==> src/bpu_params.svh <==
`ifndef BPU_PARAMS_SVH
`define BPU_PARAMS_SVH

// Address and fetch block geometry.
`define XLEN 32
`define INSTR_PER_FETCH 4
`define SLOT_W 2

// BTB is indexed by PC[6:2], so one block covers four distinct entries.
`define BTB_ENTRIES 32
`define BTB_IDX_W 5
`define BLK_W 3
`define TAG_W 25

`define BHT_ENTRIES 64
`define BHT_IDX_W 6
`define BHT_BLK_W 4

`define RAS_DEPTH 8
`define RAS_PTR_W 3

`endif

==> src/bpu_pkg.sv <==
`default_nettype none

`include "bpu_params.svh"

package bpu_pkg;

  typedef enum logic [1:0] {
    br_cond = 2'd0,
    br_jump = 2'd1,
    br_call = 2'd2,
    br_ret  = 2'd3
  } branch_kind_e;

  // Fetch PC split into table fields.
  typedef struct packed {
    logic [`TAG_W-1:0]  tag;
    logic [`BLK_W-1:0]  blk;
    logic [`SLOT_W-1:0] slot;
    logic [1:0]         byte_off;
  } fetch_fields_t;

  typedef union packed {
    logic [`XLEN-1:0] raw;
    fetch_fields_t    f;
  } fetch_addr_u;

  typedef struct packed {
    logic              valid;
    logic [`TAG_W-1:0] tag;
    branch_kind_e      kind;
    logic [`XLEN-1:0]  target;
  } btb_entry_t;

endpackage

`default_nettype wire

==> src/bpu_update_if.sv <==
`default_nettype none

`include "bpu_params.svh"

// Commit-time training bundle, one strobe per update.
interface bpu_update_if;

  logic             update_valid;
  logic [`XLEN-1:0] pc;
  logic             is_cond;
  logic             taken;
  logic [`XLEN-1:0] target;
  logic             is_call;
  logic             is_ret;

  modport tables (
    input update_valid,
    input pc,
    input is_cond,
    input taken,
    input target,
    input is_call,
    input is_ret
  );

endinterface

`default_nettype wire

==> src/bpu_lookup_if.sv <==
`default_nettype none

`include "bpu_params.svh"

interface bpu_lookup_if;
  import bpu_pkg::*;

  logic                                         req_valid;
  fetch_addr_u                                  req_addr;
  logic [`INSTR_PER_FETCH-1:0]                  slot_mask;

  // Per-slot table results.
  logic [`INSTR_PER_FETCH-1:0]                  btb_hit;
  branch_kind_e [`INSTR_PER_FETCH-1:0]          btb_kind;
  logic [`INSTR_PER_FETCH-1:0][`XLEN-1:0]       btb_target;
  logic [`INSTR_PER_FETCH-1:0]                  bht_taken;
  logic [`XLEN-1:0]                             ras_top;

  modport fetch (output req_valid, output req_addr, output slot_mask);

  modport btb (input req_addr, output btb_hit, output btb_kind, output btb_target);

  modport bht (input req_addr, output bht_taken);

  modport ras (output ras_top);

  modport select (
    input req_valid, input req_addr, input slot_mask,
    input btb_hit, input btb_kind, input btb_target,
    input bht_taken, input ras_top
  );

endinterface

`default_nettype wire

==> src/bpu_fetch_stage.sv <==
`default_nettype none

`include "bpu_params.svh"

module bpu_fetch_stage (
  input  wire logic             clk_i,
  input  wire logic             arst_n_i,
  input  wire logic             ifu_valid_i,
  input  wire logic             ifu_ready_i,
  input  wire logic [`XLEN-1:0] pc_i,
  input  wire logic             flush_i,
  bpu_lookup_if.fetch           lookup
);
  import bpu_pkg::*;

  logic        accept;
  logic        req_valid_q;
  fetch_addr_u req_q;

  assign accept = ifu_valid_i && ifu_ready_i;

  // A request taken together with a flush is dropped.
  always_ff @(posedge clk_i or negedge arst_n_i) begin
    if (!arst_n_i) begin
      req_valid_q <= 1'b0;
    end else begin
      req_valid_q <= accept && !flush_i;
    end
  end

  always_ff @(posedge clk_i) begin
    if (accept) begin
      req_q.raw <= pc_i;
    end
  end

  // Slots ahead of the entry slot are not executed.
  always_comb begin
    for (int s = 0; s < `INSTR_PER_FETCH; s++) begin
      lookup.slot_mask[s] = (s >= int'(req_q.f.slot));
    end
  end

  assign lookup.req_valid = req_valid_q;
  assign lookup.req_addr  = req_q;

endmodule

`default_nettype wire

==> src/bpu_btb.sv <==
`default_nettype none

`include "bpu_params.svh"

module bpu_btb (
  input  wire logic     clk_i,
  input  wire logic     arst_n_i,
  bpu_update_if.tables  upd,
  bpu_lookup_if.btb     lookup
);
  import bpu_pkg::*;

  btb_entry_t             mem_q [`BTB_ENTRIES];
  fetch_addr_u            upd_addr;
  logic [`BTB_IDX_W-1:0]  wr_idx;
  logic                   wr_en;
  btb_entry_t             wr_entry;

  assign upd_addr.raw = upd.pc;
  assign wr_idx       = {upd_addr.f.blk, upd_addr.f.slot};

  // Not-taken conditionals keep whatever entry is there.
  assign wr_en = upd.update_valid && (upd.taken || upd.is_call || upd.is_ret);

  always_comb begin
    wr_entry.valid  = 1'b1;
    wr_entry.tag    = upd_addr.f.tag;
    wr_entry.target = upd.target;
    if (upd.is_ret) begin
      wr_entry.kind = br_ret;
    end else if (upd.is_call) begin
      wr_entry.kind = br_call;
    end else if (upd.is_cond) begin
      wr_entry.kind = br_cond;
    end else begin
      wr_entry.kind = br_jump;
    end
  end

  always_ff @(posedge clk_i or negedge arst_n_i) begin
    if (!arst_n_i) begin
      for (int i = 0; i < `BTB_ENTRIES; i++) begin
        mem_q[i].valid <= 1'b0;
      end
    end else if (wr_en) begin
      mem_q[wr_idx] <= wr_entry;
    end
  end

  // One read port per slot of the block.
  for (genvar s = 0; s < `INSTR_PER_FETCH; s++) begin : g_slot
    logic [`BTB_IDX_W-1:0] rd_idx;
    btb_entry_t            rd_entry;

    assign rd_idx   = {lookup.req_addr.f.blk, `SLOT_W'(s)};
    assign rd_entry = mem_q[rd_idx];

    assign lookup.btb_hit[s]    = rd_entry.valid && (rd_entry.tag == lookup.req_addr.f.tag);
    assign lookup.btb_kind[s]   = rd_entry.kind;
    assign lookup.btb_target[s] = rd_entry.target;
  end

endmodule

`default_nettype wire

==> src/bpu_bht.sv <==
`default_nettype none

`include "bpu_params.svh"

module bpu_bht (
  input  wire logic     clk_i,
  input  wire logic     arst_n_i,
  bpu_update_if.tables  upd,
  bpu_lookup_if.bht     lookup
);
  import bpu_pkg::*;

  logic [1:0]            cnt_q [`BHT_ENTRIES];
  fetch_addr_u           upd_addr;
  logic [`BHT_IDX_W-1:0] wr_idx;
  logic [1:0]            cnt_cur;
  logic [1:0]            cnt_nxt;

  assign upd_addr.raw = upd.pc;
  assign wr_idx  = {upd_addr.f.tag[0], upd_addr.f.blk, upd_addr.f.slot};
  assign cnt_cur = cnt_q[wr_idx];

  // Saturating 2-bit counter.
  always_comb begin
    if (upd.taken) begin
      cnt_nxt = (cnt_cur == 2'd3) ? cnt_cur : cnt_cur + 2'd1;
    end else begin
      cnt_nxt = (cnt_cur == 2'd0) ? cnt_cur : cnt_cur - 2'd1;
    end
  end

  always_ff @(posedge clk_i or negedge arst_n_i) begin
    if (!arst_n_i) begin
      for (int i = 0; i < `BHT_ENTRIES; i++) begin
        cnt_q[i] <= 2'd1;
      end
    end else if (upd.update_valid && upd.is_cond) begin
      cnt_q[wr_idx] <= cnt_nxt;
    end
  end

  for (genvar s = 0; s < `INSTR_PER_FETCH; s++) begin : g_slot
    logic [`BHT_IDX_W-1:0] rd_idx;

    assign rd_idx = {lookup.req_addr.f.tag[0], lookup.req_addr.f.blk, `SLOT_W'(s)};
    assign lookup.bht_taken[s] = cnt_q[rd_idx][1];
  end

endmodule

`default_nettype wire

==> src/bpu_ras.sv <==
`default_nettype none

`include "bpu_params.svh"

module bpu_ras (
  input  wire logic     clk_i,
  input  wire logic     arst_n_i,
  bpu_update_if.tables  upd,
  bpu_lookup_if.ras     lookup
);

  logic [`XLEN-1:0]      stack_q [`RAS_DEPTH];
  logic [`RAS_PTR_W-1:0] ptr_q;
  logic [`RAS_PTR_W-1:0] pop_ptr;
  logic [`RAS_PTR_W-1:0] top_ptr;

  // Pop first, so a call-return pair replaces the top.
  assign pop_ptr = upd.is_ret ? ptr_q - `RAS_PTR_W'd1 : ptr_q;

  always_ff @(posedge clk_i or negedge arst_n_i) begin
    if (!arst_n_i) begin
      ptr_q <= '0;
      for (int i = 0; i < `RAS_DEPTH; i++) begin
        stack_q[i] <= '0;
      end
    end else if (upd.update_valid) begin
      if (upd.is_call) begin
        stack_q[pop_ptr] <= upd.pc + `XLEN'd4;
        ptr_q            <= pop_ptr + `RAS_PTR_W'd1;
      end else begin
        ptr_q <= pop_ptr;
      end
    end
  end

  // Pointer wraps, so old entries get overwritten.
  assign top_ptr        = ptr_q - `RAS_PTR_W'd1;
  assign lookup.ras_top = stack_q[top_ptr];

endmodule

`default_nettype wire

==> src/bpu_npc_select.sv <==
`default_nettype none

`include "bpu_params.svh"

module bpu_npc_select (
  bpu_lookup_if.select             lookup,
  output logic                     bpu_valid_o,
  output logic [`XLEN-1:0]         npc_o,
  output logic                     pred_slot_valid_o,
  output logic [`SLOT_W-1:0]       pred_slot_idx_o,
  output logic [`XLEN-1:0]         pred_slot_target_o
);
  import bpu_pkg::*;

  logic [`INSTR_PER_FETCH-1:0] taken;
  logic [`SLOT_W-1:0]          win_idx;
  logic [`XLEN-1:0]            win_target;
  logic [`XLEN-1:0]            fall_through;

  always_comb begin
    for (int s = 0; s < `INSTR_PER_FETCH; s++) begin
      taken[s] = lookup.slot_mask[s] && lookup.btb_hit[s] &&
                 (lookup.btb_kind[s] != br_cond || lookup.bht_taken[s]);
    end
  end

  // Scan downwards, lowest taken slot wins.
  always_comb begin
    win_idx = '0;
    for (int s = `INSTR_PER_FETCH - 1; s >= 0; s--) begin
      if (taken[s]) begin
        win_idx = `SLOT_W'(s);
      end
    end
  end

  assign win_target = (lookup.btb_kind[win_idx] == br_ret) ? lookup.ras_top :
                      lookup.btb_target[win_idx];

  assign fall_through = {lookup.req_addr.f.tag, lookup.req_addr.f.blk, `SLOT_W'(0), 2'b00} +
                        `XLEN'(4 * `INSTR_PER_FETCH);

  always_comb begin
    bpu_valid_o        = lookup.req_valid;
    pred_slot_valid_o  = lookup.req_valid && (|taken);
    pred_slot_idx_o    = pred_slot_valid_o ? win_idx : '0;
    pred_slot_target_o = pred_slot_valid_o ? win_target : '0;
    if (!lookup.req_valid) begin
      npc_o = '0;
    end else begin
      npc_o = (|taken) ? win_target : fall_through;
    end
  end

endmodule

`default_nettype wire

==> src/bpu.sv <==
`default_nettype none

`include "bpu_params.svh"

module bpu (
  input  wire logic             clk_i,
  input  wire logic             arst_n_i,
  input  wire logic             ifu_valid_i,
  input  wire logic             ifu_ready_i,
  input  wire logic [`XLEN-1:0] pc_i,
  input  wire logic             flush_i,
  input  wire logic             update_valid_i,
  input  wire logic [`XLEN-1:0] update_pc_i,
  input  wire logic             update_is_cond_i,
  input  wire logic             update_taken_i,
  input  wire logic [`XLEN-1:0] update_target_i,
  input  wire logic             update_is_call_i,
  input  wire logic             update_is_ret_i,
  output logic                  bpu_valid_o,
  output logic [`XLEN-1:0]      npc_o,
  output logic                  pred_slot_valid_o,
  output logic [`SLOT_W-1:0]    pred_slot_idx_o,
  output logic [`XLEN-1:0]      pred_slot_target_o
);

  bpu_update_if upd ();
  bpu_lookup_if lookup ();

  // Commit port feeds all three tables.
  assign upd.update_valid = update_valid_i;
  assign upd.pc           = update_pc_i;
  assign upd.is_cond      = update_is_cond_i;
  assign upd.taken        = update_taken_i;
  assign upd.target       = update_target_i;
  assign upd.is_call      = update_is_call_i;
  assign upd.is_ret       = update_is_ret_i;

  bpu_fetch_stage u_fetch (
    .clk_i       (clk_i),
    .arst_n_i    (arst_n_i),
    .ifu_valid_i (ifu_valid_i),
    .ifu_ready_i (ifu_ready_i),
    .pc_i        (pc_i),
    .flush_i     (flush_i),
    .lookup      (lookup.fetch)
  );

  bpu_btb u_btb (.clk_i(clk_i), .arst_n_i(arst_n_i), .upd(upd.tables), .lookup(lookup.btb));

  bpu_bht u_bht (.clk_i(clk_i), .arst_n_i(arst_n_i), .upd(upd.tables), .lookup(lookup.bht));

  bpu_ras u_ras (.clk_i(clk_i), .arst_n_i(arst_n_i), .upd(upd.tables), .lookup(lookup.ras));

  bpu_npc_select u_select (
    .lookup             (lookup.select),
    .bpu_valid_o        (bpu_valid_o),
    .npc_o              (npc_o),
    .pred_slot_valid_o  (pred_slot_valid_o),
    .pred_slot_idx_o    (pred_slot_idx_o),
    .pred_slot_target_o (pred_slot_target_o)
  );

endmodule

`default_nettype wire

==> config.mk <==
export PLATFORM = sky130hd
export DESIGN_NAME = bpu
export DESIGN_NICKNAME = d
export VERILOG_FILES = /design/src/bpu_pkg.sv /design/src/bpu_update_if.sv /design/src/bpu_lookup_if.sv /design/src/bpu_fetch_stage.sv /design/src/bpu_btb.sv /design/src/bpu_bht.sv /design/src/bpu_ras.sv /design/src/bpu_npc_select.sv /design/src/bpu.sv
export VERILOG_INCLUDE_DIRS = /design/src
export SDC_FILE = /design/constraint.sdc
export NUM_CORES = 2
export LEC_CHECK = 0
export BUFFER_PORTS_ARGS = -buffer_cell sky130_fd_sc_hd__buf_2
export CAP_MARGIN = 20
export CORE_AREA = 2 2 330 496
export CTS_CLUSTER_DIAMETER = 150
export DETAILED_ROUTE_END_ITERATION = 10
export DIE_AREA = 0 0 332 498
export PLACE_DENSITY = 0.76
export SLEW_MARGIN = 25
export SYNTH_ARGS = -nofsm -noshare
export SYNTH_HDL_FRONTEND = slang
export SYNTH_HIERARCHICAL = 1
export SYNTH_SLANG_ARGS = --single-unit
==> constraint.sdc <==
create_clock -name clk_i -period 6.3 [get_ports clk_i]
set_input_delay 1.89 -clock clk_i [delete_from_list [all_inputs] [get_ports clk_i]]
set_output_delay 1.89 -clock clk_i [all_outputs]
set_load 0.01 [all_outputs]
==> impl_metrics.ini <==
[routing]
routed_wl_um = 287000
routedWlPerCell_um = 34.4
via_count = 57300
drtIter0Drc = 7694
drcViolationCount = 0
avgViaCountPerCell = 6.87
firstDrtPassIters = 9
ant_nets = 0

[status]
outcome = complete, but fails checks
violations = negative setup slack

[clock_tree]
cts_buffers = 203
cts_hold_buf = 0
htree_levels = 4
root_buffer = clkbuf_16
ctsLongestPathBuffers = 3
cts_num_sinks = 2338
clk_latency_ns = 0.87
cts_tree = done
clk_pin_slew_ns = 0.07

[timing]
fin_setup_tns_ns = -66.91
fin_crit_sh = 1.18
max_freq_mhz = 135
drv_slew = 0
clock-skew-final_ns = 0.0359
hold_violations = 0
setup_ws_ns = -1.12
rsz0062_at_grt = yes
slew_headroom = 0.257
tightest_slew_ns = 1.11
setup_viol_count_final = 67
whs_ns = 0.451
finalCriticalPeriod_ns = 7.42

[cells_and_area]
stdcell_count = 8344
postLayoutCoreUtil = 0.699
fin_area_mm2 = 0.113
final_nets = 6163
syn_to_final_growth_pct = 17.3
drive_gt1_frac = 0.341

[global_routing]
grt_pass1_vias = 57100
antenna_found_initial = 26
grt_pass1_wl_um = 403000
grt_start_max_net_pins = 216
grt_util_all_layers = 0.344
grt_overflow_total = 0

[pwr]
power.density_mw_per_mm2 = 335
total_power_mw = 37.7
peakVddDrop_mv = 0.368
p_leak_nw = 38.8

[place]
dpl_cell_area_mm2 = 0.103
dp_slack_ns = -1.14
portBuffers = 171
placed_cells = 7861
dp_hpwl_um = 167000
place_congestion = 0.964

[floorplanning]
core_mm2 = 0.161
dieWidth_um = 332
die_area_mm2 = 0.165
io_pins = 174
die_h_um = 498
core.rowCount = 181
initial_core_util = 0.596

[logic_synthesis]
synth_area_mm2 = 0.0961
avgSynthCellArea_um2 = 17.6
synthCells = 5463
ys_warn_count = 6
synth_nets = 5573

[setup_path]
endpoint_kind = output port
critPathArrivalTime_ns = 5.53
crit_path_start_kind = flop
worstPathCellList = buf_6 -> buf_16 -> buf_16 -> buf_4 -> buf_6 -> mux4_2 -> mux2i_1 -> xor2_1 -> nand4_1 -> nor3_2 -> and4_4 -> o311ai_4 -> o31ai_4 -> buf_6 -> nand3_4 -> and2_4 -> buf_12 -> buf_12 -> a211oi_4 -> a21o_1 -> buf_2
cp.buffers_inverters = 9
critical-path-top-delay-family = buffers and inverters
crit_fanout = 7
criticalPathCategory = reg2out
worstPathRequired_ns = 4.41
cp_slowest_cell = mux4_2
critPathMostFrequentCell = buf_6
crit_path_max_incr_delay_ns = 0.51

[min_path]
worstHoldPathType = reg2reg

[job]
max_cap_viol_count = 0
[sequential cells by signal, indices dropped and copies added, names as in the netlist]
register                  flops
u_btb/mem_q                1920
u_fetch/lookup.req_addr      30
u_ras/stack_q               256
u_bht/cnt_q                 128
u_ras/ptr_q                   3
u_fetch/lookup.req_valid      1
[worst paths after layout]
kind                                             from                  to  slack (ns)  cells after the start
max                        u_fetch/lookup.req_addr[4]            npc_o[7]       -1.12                     21
min                                  u_btb/mem_q[359]    u_btb/mem_q[359]        0.45                      1
max reg2reg                            u_ras/ptr_q[0]  u_ras/stack_q[225]        2.28                      7
min reg2reg                          u_btb/mem_q[359]    u_btb/mem_q[359]        0.45                      1
max in group asynchronous                    arst_n_i      u_ras/ptr_q[0]        2.93                      4
min in group asynchronous                    arst_n_i   u_ras/stack_q[89]        1.05                      1
[cells in the final DEF, fill, tap and decap left out, types with 14 or more instances in the layout]
master     instances
clkbuf_16        214
buf_2            161
edfxtp_1        1918
clkbuf_1          35
nand3b_1          18
a21oi_2           17
a31oi_1          141
buf_4            374
o21ai_0          100
o21ai_1           72
xnor2_1           27
a221oi_4          14
inv_1             16
o21ai_2           18
buf_6             62
mux4_2           479
nor2_4            37
bufinv_16         20
clkinv_2          36
dfrtp_1          355
clkinv_1          34
buf_16            15
nor2_1           289
a22oi_1           15
dfstp_2           64
a221oi_1          31
diode_2           17
a21o_1            31
mux2i_1          188
a21oi_1          162
nand4_1           42
xor2_1            96
o22ai_1           42
nand3_1           29
nand2_1          311
buf_12            88
mux2_2           265
a221oi_2          21
[per-layer routing]
metal,up-vias,track usage,share of wire
li1,23000,-,-
met1,29200,0.409,0.32
met4,16,0.249,0.087
met5,-,0,0.00034
met3,1055,0.0779,0.11
met2,4014,0.557,0.48
[repair_timing]
action                                  CTS  global route
hold endpoints to repair                  0             0
buffers inserted                         44            37
endpoints found under the setup margin   67            67
resized for setup                       267           152
gates cloned                             12             6
pin swaps                                37            53
[final cells by class]
class | instances | area (µm²)
diodes | 17 | 42.5
clock buffers | 254 | 5480
clock inverters | 121 | 1260
fillers | 9549 | 48500
inverters | 17 | 68.8
multi-input cells | 2770 | 28100
flip-flops and latches | 2338 | 68200
well taps | 2104 | 2630
repair buffers | 723 | 6960
[report_power, final]
part,switching (mW),internal (mW)
registers,0.655,17.8
clock network,5.66,7.01
logic,3.76,2.83
(Power assumes the default switching activity.)
